## src/include/display_defaults.svh

```systemverilog
`ifndef DISPLAY_DEFAULTS_SVH
`define DISPLAY_DEFAULTS_SVH

// default frame geometry.
`define DISPLAY_PIXEL_WIDTH     8
`define DISPLAY_PIXEL_HEIGHT    4
`define DISPLAY_BYTES_PER_PIXEL 2

`endif

```

## src/design/display_pkg.sv

```systemverilog
package display_pkg;

    // fixed field widths of the RAM write bundle.
    localparam int MAX_ROW_BITS = 8;
    localparam int MAX_COL_BITS = 8;
    localparam int MAX_BYTE_BITS = 8;
    localparam int PIX_PORT_BITS = 32; // pixel output port, unused high bytes are zero.

    typedef enum logic [7:0] {
        CMD_WRITE_ROW = 8'd1,
        CMD_FILL      = 8'd2,
        CMD_SCAN      = 8'd3
    } display_opcode_e;

    typedef enum logic [2:0] {
        DEC_IDLE,
        DEC_WRITE_ROW,
        DEC_FILL_VALUE,
        DEC_FILL_RUN,
        DEC_SCAN_WAIT
    } decoder_state_e;

    typedef enum logic [1:0] {
        ROW_CAPTURE,
        ROW_PRIME,
        ROW_CONTENT
    } writer_state_e;

    typedef enum logic [1:0] {
        SCAN_IDLE,
        SCAN_READ,
        SCAN_PRESENT
    } scan_state_e;

    typedef struct packed {
        logic [MAX_ROW_BITS-1:0]  row;
        logic [MAX_COL_BITS-1:0]  column;
        logic [MAX_BYTE_BITS-1:0] byte_idx;
        logic [7:0]               data;
        logic                     strobe;
    } ram_write_t;

    typedef struct packed {
        logic [PIX_PORT_BITS-1:0] data;
        logic                     last;
    } pixel_t;

    // at least one bit, even for a count of one.
    function automatic int bits_for(input int count);
        return (count > 1) ? $clog2(count) : 1;
    endfunction

    function automatic int frame_bytes(input int width, input int height, input int bpp);
        return width * height * bpp;
    endfunction

endpackage

```

## src/design/cmd_decoder.sv

```systemverilog
module cmd_decoder import display_pkg::*; #(
    parameter int PIXEL_WIDTH,
    parameter int PIXEL_HEIGHT,
    parameter int BYTES_PER_PIXEL
) (
    input  logic       clk_n,
    input  logic       reset,
    input  logic [7:0] byte_data,
    input  logic       byte_valid,
    output logic       byte_ready,
    output logic       writer_enable,
    input  logic       writer_done,
    input  ram_write_t writer_port,
    output ram_write_t ram_port,
    output logic       scan_start,
    input  logic       scan_busy
);
    localparam int ROW_BITS = bits_for(PIXEL_HEIGHT);
    localparam int COL_BITS = bits_for(PIXEL_WIDTH);
    localparam int BYTE_BITS = bits_for(BYTES_PER_PIXEL);
    localparam int ROW_BYTES = PIXEL_WIDTH * BYTES_PER_PIXEL + 1; // row byte plus data.
    localparam int LEFT_BITS = bits_for(ROW_BYTES + 1);

    decoder_state_e state;
    logic accept;
    logic [LEFT_BITS-1:0] row_left;
    logic [ROW_BITS-1:0] fill_row;
    logic [COL_BITS-1:0] fill_col;
    logic [BYTE_BITS-1:0] fill_byte;
    logic [7:0] fill_value;
    logic fill_last;
    ram_write_t fill_port;

    always_comb begin
        case (state)
            DEC_IDLE, DEC_FILL_VALUE: byte_ready = 1'b1;
            DEC_WRITE_ROW: byte_ready = (row_left != '0); // closed once the row is in.
            default: byte_ready = 1'b0;
        endcase
    end

    assign accept = byte_valid && byte_ready;
    assign writer_enable = accept && (state == DEC_WRITE_ROW);

    assign fill_last = (fill_row == ROW_BITS'(PIXEL_HEIGHT - 1)) &&
                       (fill_col == COL_BITS'(PIXEL_WIDTH - 1)) &&
                       (fill_byte == BYTE_BITS'(BYTES_PER_PIXEL - 1));

    always_comb begin
        fill_port = '0;
        fill_port.row = MAX_ROW_BITS'(fill_row);
        fill_port.column = MAX_COL_BITS'(fill_col);
        fill_port.byte_idx = MAX_BYTE_BITS'(fill_byte);
        fill_port.data = fill_value;
        fill_port.strobe = 1'b1;
    end

    assign ram_port = (state == DEC_FILL_RUN) ? fill_port : writer_port;

    always_ff @(posedge clk_n) begin
        if (reset) begin
            state <= DEC_IDLE;
            scan_start <= 1'b0;
            row_left <= '0;
            fill_row <= '0;
            fill_col <= '0;
            fill_byte <= '0;
        end else begin
            scan_start <= 1'b0;
            case (state)
                DEC_IDLE: begin
                    if (accept) begin
                        case (display_opcode_e'(byte_data))
                            CMD_WRITE_ROW: begin
                                state <= DEC_WRITE_ROW;
                                row_left <= LEFT_BITS'(ROW_BYTES);
                            end
                            CMD_FILL: state <= DEC_FILL_VALUE;
                            CMD_SCAN: begin
                                state <= DEC_SCAN_WAIT;
                                scan_start <= 1'b1;
                            end
                            default: state <= DEC_IDLE; // unknown opcode, dropped.
                        endcase
                    end
                end
                DEC_WRITE_ROW: begin
                    if (writer_enable) row_left <= row_left - 1'b1;
                    if (writer_done) state <= DEC_IDLE;
                end
                DEC_FILL_VALUE: begin
                    if (accept) begin
                        fill_row <= '0;
                        fill_col <= '0;
                        fill_byte <= '0;
                        state <= DEC_FILL_RUN;
                    end
                end
                DEC_FILL_RUN: begin
                    if (fill_byte != BYTE_BITS'(BYTES_PER_PIXEL - 1)) begin
                        fill_byte <= fill_byte + 1'b1;
                    end else begin
                        fill_byte <= '0;
                        if (fill_col != COL_BITS'(PIXEL_WIDTH - 1)) begin
                            fill_col <= fill_col + 1'b1;
                        end else begin
                            fill_col <= '0;
                            fill_row <= fill_row + 1'b1;
                        end
                    end
                    if (fill_last) state <= DEC_IDLE;
                end
                DEC_SCAN_WAIT: begin
                    // busy rises one cycle after the start pulse.
                    if (!scan_start && !scan_busy) state <= DEC_IDLE;
                end
                default: state <= DEC_IDLE;
            endcase
        end
    end

    always_ff @(posedge clk_n) begin
        if (state == DEC_FILL_VALUE && accept) fill_value <= byte_data;
    end

    // ready stays low through the run and returns right after the last fill write.
    a_no_ready_in_fill: assert property (@(posedge clk_n) disable iff (reset)
        (state == DEC_FILL_RUN) |=> (byte_ready == $past(fill_last)));

endmodule

```

## src/design/row_writer.sv

```systemverilog
module row_writer import display_pkg::*; #(
    parameter int PIXEL_WIDTH,
    parameter int PIXEL_HEIGHT,
    parameter int BYTES_PER_PIXEL
) (
    input  logic       clk_n,
    input  logic       reset,
    input  logic       enable,
    input  logic [7:0] data_in,
    output ram_write_t ram_port,
    output logic       done
);
    localparam int ROW_BITS = bits_for(PIXEL_HEIGHT);
    localparam int COL_BITS = bits_for(PIXEL_WIDTH);
    localparam int BYTE_BITS = bits_for(BYTES_PER_PIXEL);
    localparam logic [COL_BITS-1:0] LAST_COL = COL_BITS'(PIXEL_WIDTH - 1);
    localparam logic [BYTE_BITS-1:0] LAST_BYTE = BYTE_BITS'(BYTES_PER_PIXEL - 1);

    writer_state_e state;
    logic [ROW_BITS-1:0] row;
    logic [COL_BITS-1:0] column;
    logic [BYTE_BITS-1:0] byte_idx;
    logic [COL_BITS-1:0] next_column;
    logic [BYTE_BITS-1:0] next_byte;
    logic [7:0] data_q;
    logic strobe;

    // byte index counts down and borrows from the column.
    always_comb begin
        if (byte_idx == '0) begin
            next_byte = LAST_BYTE;
            next_column = column - 1'b1;
        end else begin
            next_byte = byte_idx - 1'b1;
            next_column = column;
        end
    end

    always_ff @(posedge clk_n) begin
        if (reset) begin
            state <= ROW_CAPTURE;
            row <= '0;
            column <= '0;
            byte_idx <= '0;
            strobe <= 1'b0;
            done <= 1'b0;
        end else begin
            strobe <= 1'b0;
            done <= strobe && (column == '0) && (byte_idx == '0); // after the final write.
            case (state)
                ROW_CAPTURE: begin
                    if (enable) begin
                        row <= data_in[ROW_BITS-1:0]; // row wraps by its low bits.
                        state <= ROW_PRIME;
                    end
                end
                ROW_PRIME: begin
                    if (enable) begin
                        column <= LAST_COL;
                        byte_idx <= LAST_BYTE;
                        strobe <= 1'b1;
                        if (LAST_COL == '0 && LAST_BYTE == '0) state <= ROW_CAPTURE;
                        else state <= ROW_CONTENT;
                    end
                end
                ROW_CONTENT: begin
                    if (enable) begin
                        column <= next_column;
                        byte_idx <= next_byte;
                        strobe <= 1'b1;
                        if (next_column == '0 && next_byte == '0) state <= ROW_CAPTURE;
                    end
                end
                default: state <= ROW_CAPTURE;
            endcase
        end
    end

    always_ff @(posedge clk_n) begin
        if (enable) data_q <= data_in;
    end

    always_comb begin
        ram_port = '0;
        ram_port.row = MAX_ROW_BITS'(row);
        ram_port.column = MAX_COL_BITS'(column);
        ram_port.byte_idx = MAX_BYTE_BITS'(byte_idx);
        ram_port.data = data_q;
        ram_port.strobe = strobe;
    end

    a_column_in_range: assert property (@(posedge clk_n) disable iff (reset)
        ram_port.strobe |-> (int'(ram_port.column) < PIXEL_WIDTH));

endmodule

```

## src/design/frame_buffer.sv

```systemverilog
module frame_buffer import display_pkg::*; #(
    parameter int PIXEL_WIDTH,
    parameter int PIXEL_HEIGHT,
    parameter int BYTES_PER_PIXEL
) (
    input  logic                                   clk_n,
    input  ram_write_t                             wr,
    input  logic [bits_for(PIXEL_HEIGHT)-1:0]    rd_row,
    input  logic [bits_for(PIXEL_WIDTH)-1:0]     rd_column,
    input  logic [bits_for(BYTES_PER_PIXEL)-1:0] rd_byte,
    output logic [7:0]                             rd_data
);
    localparam int ROW_BITS = bits_for(PIXEL_HEIGHT);
    localparam int COL_BITS = bits_for(PIXEL_WIDTH);
    localparam int BYTE_BITS = bits_for(BYTES_PER_PIXEL);
    localparam int DEPTH = frame_bytes(PIXEL_WIDTH, PIXEL_HEIGHT, BYTES_PER_PIXEL);
    localparam int ADDR_BITS = bits_for(DEPTH);

    logic [7:0] mem [DEPTH];
    logic [31:0] wr_addr;
    logic [31:0] rd_addr;

    // pixels are contiguous, bytes of a pixel side by side.
    assign wr_addr = (32'(wr.row[ROW_BITS-1:0]) * PIXEL_WIDTH +
                      32'(wr.column[COL_BITS-1:0])) * BYTES_PER_PIXEL +
                     32'(wr.byte_idx[BYTE_BITS-1:0]);
    assign rd_addr = (32'(rd_row) * PIXEL_WIDTH + 32'(rd_column)) * BYTES_PER_PIXEL +
                     32'(rd_byte);

    always_ff @(posedge clk_n) begin
        if (wr.strobe) mem[wr_addr[ADDR_BITS-1:0]] <= wr.data;
        rd_data <= mem[rd_addr[ADDR_BITS-1:0]]; // one cycle read latency.
    end

    a_write_in_depth: assert property (@(posedge clk_n)
        wr.strobe |-> (wr_addr < 32'(DEPTH)));

endmodule

```

## src/design/scanout.sv

```systemverilog
module scanout import display_pkg::*; #(
    parameter int PIXEL_WIDTH,
    parameter int PIXEL_HEIGHT,
    parameter int BYTES_PER_PIXEL
) (
    input  logic                                   clk_n,
    input  logic                                   reset,
    input  logic                                   start,
    output logic                                   busy,
    output logic [bits_for(PIXEL_HEIGHT)-1:0]    rd_row,
    output logic [bits_for(PIXEL_WIDTH)-1:0]     rd_column,
    output logic [bits_for(BYTES_PER_PIXEL)-1:0] rd_byte,
    input  logic [7:0]                             rd_data,
    output logic [PIX_PORT_BITS-1:0]               pix_data,
    output logic                                   pix_valid,
    input  logic                                   pix_ready,
    output logic                                   pix_last
);
    localparam int ROW_BITS = bits_for(PIXEL_HEIGHT);
    localparam int COL_BITS = bits_for(PIXEL_WIDTH);
    localparam int BYTE_BITS = bits_for(BYTES_PER_PIXEL);
    localparam int PHASE_BITS = bits_for(BYTES_PER_PIXEL + 1);

    scan_state_e state;
    logic [PHASE_BITS-1:0] phase; // read cycle within the pixel.
    logic at_last;
    pixel_t pixel_q;

    assign rd_byte = BYTE_BITS'(BYTES_PER_PIXEL - 1 - int'(phase)); // high byte first.
    assign at_last = (rd_row == ROW_BITS'(PIXEL_HEIGHT - 1)) &&
                     (rd_column == COL_BITS'(PIXEL_WIDTH - 1));

    assign busy = (state != SCAN_IDLE);
    assign pix_valid = (state == SCAN_PRESENT);
    assign pix_data = pixel_q.data;
    assign pix_last = pixel_q.last;

    always_ff @(posedge clk_n) begin
        if (reset) begin
            state <= SCAN_IDLE;
            rd_row <= '0;
            rd_column <= '0;
            phase <= '0;
            pixel_q <= '0;
        end else begin
            case (state)
                SCAN_IDLE: begin
                    if (start) begin
                        rd_row <= '0;
                        rd_column <= '0;
                        phase <= '0;
                        pixel_q.data <= '0;
                        state <= SCAN_READ;
                    end
                end
                SCAN_READ: begin
                    phase <= phase + 1'b1;
                    // data of the previous address arrives now.
                    if (phase != '0) pixel_q.data <= {pixel_q.data[PIX_PORT_BITS-9:0], rd_data};
                    if (phase == PHASE_BITS'(BYTES_PER_PIXEL)) begin
                        pixel_q.last <= at_last;
                        state <= SCAN_PRESENT;
                    end
                end
                SCAN_PRESENT: begin
                    if (pix_ready) begin
                        if (at_last) begin
                            state <= SCAN_IDLE;
                        end else begin
                            if (rd_column == COL_BITS'(PIXEL_WIDTH - 1)) begin
                                rd_column <= '0;
                                rd_row <= rd_row + 1'b1;
                            end else begin
                                rd_column <= rd_column + 1'b1;
                            end
                            phase <= '0;
                            pixel_q.data <= '0;
                            state <= SCAN_READ;
                        end
                    end
                end
                default: state <= SCAN_IDLE;
            endcase
        end
    end

    a_hold_under_stall: assert property (@(posedge clk_n) disable iff (reset)
        (pix_valid && !pix_ready) |=> (pix_valid && $stable(pix_data) && $stable(pix_last)));

endmodule

```

## src/design/display_ctrl.sv

```systemverilog
`include "display_defaults.svh"

module display_ctrl import display_pkg::*; #(
    parameter int PIXEL_WIDTH = `DISPLAY_PIXEL_WIDTH,
    parameter int PIXEL_HEIGHT = `DISPLAY_PIXEL_HEIGHT,
    parameter int BYTES_PER_PIXEL = `DISPLAY_BYTES_PER_PIXEL
) (
    input  logic                     clk_n,
    input  logic                     reset,
    input  logic [7:0]               byte_data,
    input  logic                     byte_valid,
    output logic                     byte_ready,
    output logic [PIX_PORT_BITS-1:0] pix_data,
    output logic                     pix_valid,
    input  logic                     pix_ready,
    output logic                     pix_last
);
    logic writer_enable;
    logic writer_done;
    ram_write_t writer_port;
    ram_write_t ram_port;
    logic scan_start;
    logic scan_busy;
    logic [bits_for(PIXEL_HEIGHT)-1:0] rd_row;
    logic [bits_for(PIXEL_WIDTH)-1:0] rd_column;
    logic [bits_for(BYTES_PER_PIXEL)-1:0] rd_byte;
    logic [7:0] rd_data;

    cmd_decoder #(
        .PIXEL_WIDTH(PIXEL_WIDTH),
        .PIXEL_HEIGHT(PIXEL_HEIGHT),
        .BYTES_PER_PIXEL(BYTES_PER_PIXEL)
    ) cmd_decoder_inst (
        .clk_n(clk_n),
        .reset(reset),
        .byte_data(byte_data),
        .byte_valid(byte_valid),
        .byte_ready(byte_ready),
        .writer_enable(writer_enable),
        .writer_done(writer_done),
        .writer_port(writer_port),
        .ram_port(ram_port),
        .scan_start(scan_start),
        .scan_busy(scan_busy)
    );

    // the writer sees the command bytes directly, gated by the decoder.
    row_writer #(
        .PIXEL_WIDTH(PIXEL_WIDTH),
        .PIXEL_HEIGHT(PIXEL_HEIGHT),
        .BYTES_PER_PIXEL(BYTES_PER_PIXEL)
    ) row_writer_inst (
        .clk_n(clk_n),
        .reset(reset),
        .enable(writer_enable),
        .data_in(byte_data),
        .ram_port(writer_port),
        .done(writer_done)
    );

    frame_buffer #(
        .PIXEL_WIDTH(PIXEL_WIDTH),
        .PIXEL_HEIGHT(PIXEL_HEIGHT),
        .BYTES_PER_PIXEL(BYTES_PER_PIXEL)
    ) frame_buffer_inst (
        .clk_n(clk_n),
        .wr(ram_port),
        .rd_row(rd_row),
        .rd_column(rd_column),
        .rd_byte(rd_byte),
        .rd_data(rd_data)
    );

    scanout #(
        .PIXEL_WIDTH(PIXEL_WIDTH),
        .PIXEL_HEIGHT(PIXEL_HEIGHT),
        .BYTES_PER_PIXEL(BYTES_PER_PIXEL)
    ) scanout_inst (
        .clk_n(clk_n),
        .reset(reset),
        .start(scan_start),
        .busy(scan_busy),
        .rd_row(rd_row),
        .rd_column(rd_column),
        .rd_byte(rd_byte),
        .rd_data(rd_data),
        .pix_data(pix_data),
        .pix_valid(pix_valid),
        .pix_ready(pix_ready),
        .pix_last(pix_last)
    );

endmodule

```

## config.mk

```make
export PLATFORM = sky130hd
export DESIGN_NAME = display_ctrl
export DESIGN_NICKNAME = d
export VERILOG_FILES = /design/src/design/display_pkg.sv /design/src/design/cmd_decoder.sv /design/src/design/row_writer.sv /design/src/design/frame_buffer.sv /design/src/design/scanout.sv /design/src/design/display_ctrl.sv
export VERILOG_INCLUDE_DIRS = /design/src /design/src/include
export SDC_FILE = /design/constraint.sdc
export NUM_CORES = 1
export LEC_CHECK = 0
export ABC_CLOCK_PERIOD_IN_PS = 3700
export BUFFER_PORTS_ARGS = -buffer_cell sky130_fd_sc_hd__buf_4
export CORE_MARGIN = 4
export CORE_UTILIZATION = 45
export CTS_CLUSTER_DIAMETER = 100
export CTS_CLUSTER_SIZE = 16
export DETAILED_ROUTE_END_ITERATION = 10
export GPL_TIMING_DRIVEN = 0
export PLACE_DENSITY = 0.64
export REMOVE_ABC_BUFFERS = 1
export SLEW_MARGIN = 15
export SYNTH_ARGS = -nofsm -noshare
export SYNTH_HDL_FRONTEND = slang
export SYNTH_SLANG_ARGS = --single-unit
```

## constraint.sdc

```tcl
create_clock -name clk_n -period 3.7 [get_ports clk_n]
set_input_delay 0.74 -clock clk_n [delete_from_list [all_inputs] [get_ports clk_n]]
set_output_delay 0.74 -clock clk_n [all_outputs]
set_load 0.01 [all_outputs]
```

==> results_dict.tcl <==
set metrics [dict create \
    vias 12300 \
    peakVddDrop_v 0.000333 \
    hold_violations 0 \
    drc_errors 0 \
    cts.sinks 603 \
    syn_area_mm2 0.0238 \
    min_path_type "in2reg" \
    final_max_slew_viol_count 0 \
    worstPathArrival_ns 3.72 \
    synth-edff-count 528 \
    ant_nets 0 \
    power_density_mw_per_mm2 447 \
    seq_area_frac_synth_pct 72.9 \
    fp-row-count 84 \
    fin_skew_ns 0.0244 \
    cts_htree_levels 2 \
    drive_gt1_share_pct 19.4 \
    cp.required_ns 3.89 \
    path_max_fanout 11 \
    synth.distinct_cells 55 \
    drtIter0Drc 1272 \
    pin_count 47 \
    wl_um 51300 \
    dp.final_hpwl_um 32100 \
    syn_to_final_growth_pct 10.1 \
    maxCapViolCount 0 \
    outcome "finished, final reports clean" \
    p_int_uw 9510 \
    clockPowerShare_pct 37.4 \
    grt_max_degree 68 \
    grt_use_total_pct 18.2 \
    crit_type "reg2reg" \
    period_share_pct 95.6 \
    instances_no_fill 2101 \
    met2_wirelength_um 26000 \
    start_kind "flop" \
    crit_family "simple AND/OR/NAND/NOR gates" \
    p_seq_share_pct 62.2 \
    switchingPower_uw 2210 \
    grt_pass1_wl_um 78400 \
    wire_per_inst_um 24.4 \
    crit_slowest_cell "nor2_1" \
    comb_power_share_pct 0.4 \
    cp.buffers_inverters 0 \
    dr_wl_met3_um 2670 \
    grt_antenna_before_repair 1 \
    die_h_um 238 \
    core-area_mm2 0.0524 \
    yosys_register_bits 603 \
    slowest_delay_ns 0.77 \
    synth.avg_cell_area_um2 17.4 \
    swShare_pct 18.8 \
    synthFlopType "edfxtp_1" \
    io_buffers 46 \
    dp_cells 2038 \
    leakage_uw 0.00788 \
    fin_nets 1423 \
    clockRootBuffer "clkbuf_16" \
    rsz0062_at_grt "yes" \
    min_period_ns 3.54 \
    max_slew_margin_pct 33.2 \
    die-area_mm2 0.0567 \
    dr.pass1.iters 7 \
    cts_tree "done" \
    p_total_uw 11700 \
    gp_congestion 0.810 \
    highest_layer "met4" \
    synth_area_leaders "edfxtp_1 67%, mux4_2 12%, dfxtp_1 6.3%, nor2_1 2.3%, nor4b_1 1.3%" \
    worstSetupEndpointType "flop" \
    start_util_pct 45.4 \
    syn-instance-count 1369 \
    fp.dieW_um 238 \
    crit_top_cell "nand2b_1" \
    grt_pass1_vias 12500 \
    worstMarginPinSlew_ns 1.00 \
    yosys.area.top_type "edfxtp_1" \
    final_util_pct 50.0 \
    crit_chain "nand3b_1 -> mux2i_2 -> nand2b_1 -> nand2b_1 -> nor2_1" \
    via_per_inst 5.87 \
    clock.fmax_mhz 283 \
    antenna_cells 0 \
    clockBufferDepth 3 \
    finalSetupViolations 0 \
    synth_top_area_share_pct 66.6 \
    clkTransAtPathRegs_ns 0.08 \
    yosysWarnings 0 \
    synthArstFlopShare_pct 0 \
    met1_length_um 21500 \
    cts_buffers 43 \
    insertion_delay_ns 0.57 \
    overflow 0 \
]
-- Yosys cell counts (6+ instances only) --
cell,instances
o31ai_1,6
mux4_2,124
o22ai_1,33
nor4b_1,34
nor2_1,148
nor3_1,11
buf_4,10
clkbuf_1,37
edfxtp_1,528
a22oi_1,11
nand2_1,69
nand3b_1,7
ha_1,15
nand2b_1,20
o21ai_0,10
nand3_1,27
mux2i_1,23
dfxtp_1,75
a211oi_1,6
buf_2,21
mux2_2,6
nor2b_1,13
a21oi_1,48
inv_1,13
-- final cells by class --
class | count | area [um2]
clock inverters | 1 | 6.26
well taps | 688 | 861
multi-input cells | 675 | 6100
clock buffers | 61 | 1190
flip-flops and latches | 603 | 17400
repair buffers | 59 | 642
inverters | 14 | 52.6
fillers | 4210 | 26200
-- metrics by stage --
stage / setup TNS [ns] / area [um2] / hold WS, ns / worst slack [ns]
final: 0 / 26200 / 0.364 / 0.164
after global routing: -0.599 / 26200 / 0.342 / -0.0344
after CTS: 0 / 26200 / 0.331 / 0.140
after detailed placement: -32.87 / 25000 / 0.462 / -0.272
after global placement: -310.77 / 24600 / 0.450 / -6.16
after floorplan: -122.80 / 23400 / 0.431 / -2.79
-- kinds of logic (layout without fill, tap and decap cells) --
kind of cell    count (synthesis)  count (layout)  share of synthesized area (%)
flops                         603             603                           72.9
simple gates                  352             353                           7.30
mux                           153             153                           13.0
compound gates                151             151                           4.08
buf+inv                        92             135                           1.88
fa+ha+maj                      15              15                          0.788
xor+xnor                        3               3                          0.110
-- flip-flops by register name, summed over array words and instances (netlist names), 3 cells and up --
| name | cells |
|---|---|
| row_writer_inst.data_q | 8 |
| frame_buffer_inst.mem | 512 |
| cmd_decoder_inst.row_left | 5 |
| cmd_decoder_inst.fill_col | 3 |
| cmd_decoder_inst.fill_value | 8 |
| scanout_inst.pix_data | 32 |
| row_writer_inst.column | 3 |
| frame_buffer_inst.rd_data | 8 |
| cmd_decoder_inst.state | 3 |
| scanout_inst.rd_column | 3 |
-- what timing repair did --
action,CTS,global route
hold buffers,0,0
setup endpoints to repair,303,59
gates cloned,1,0
buffers inserted,0,0
gates resized for setup,9,6
-- path summary, 6_finish.rpt --
kind,startpoint,endpoint,slack (ns),cells past startpoint
hold reg to reg,scanout_inst.pix_last$_SDFFE_PP0P_,scanout_inst.pix_last$_SDFFE_PP0P_,0.47,2
setup / recovery,cmd_decoder_inst.state[1]$_SDFFE_PP0P_,frame_buffer_inst.mem[58][3]$_DFFE_PP_,0.16,5
setup reg to reg,cmd_decoder_inst.state[1]$_SDFFE_PP0P_,frame_buffer_inst.mem[58][3]$_DFFE_PP_,0.16,5
hold / removal,byte_data[7],row_writer_inst.data_q[7]$_DFFE_PP_,0.36,1
-- layer usage --
metal  global-route usage [%]  vias to the layer above
met5                        0                        -
met4                     4.56                        0
met3                     2.62                       65
met2                     30.4                      319
met1                     25.5                     6475
li1                         -                     5465
-- cell usage in the layout, fill, tap and decap left out, types with 13 or more instances in the layout --
cell	count
mux4_2	124
edfxtp_1	528
dfxtp_1	69
clkbuf_1	16
nand3_1	27
clkbuf_16	45
nand2b_1	20
o22ai_1	33
ha_1	14
nand2_1	61
nor2_1	134
buf_4	46
nor2b_1	13
mux2i_1	22
inv_1	13
a21oi_1	48
nor4b_1	34
nor2_2	14
-- power by group through the flow --
stage                     logic (uW)  registers (uW)  clock network, uW
after floorplan                 16.3            7440                  0
after global placement          45.7            7440                  0
after detailed placement        47.4            7440                  0
after CTS                       47.7            7280               4490
after global routing            52.9            7280               4760
final                           48.3            7280               4390
Note: power is estimated with default switching activity, not from simulation.
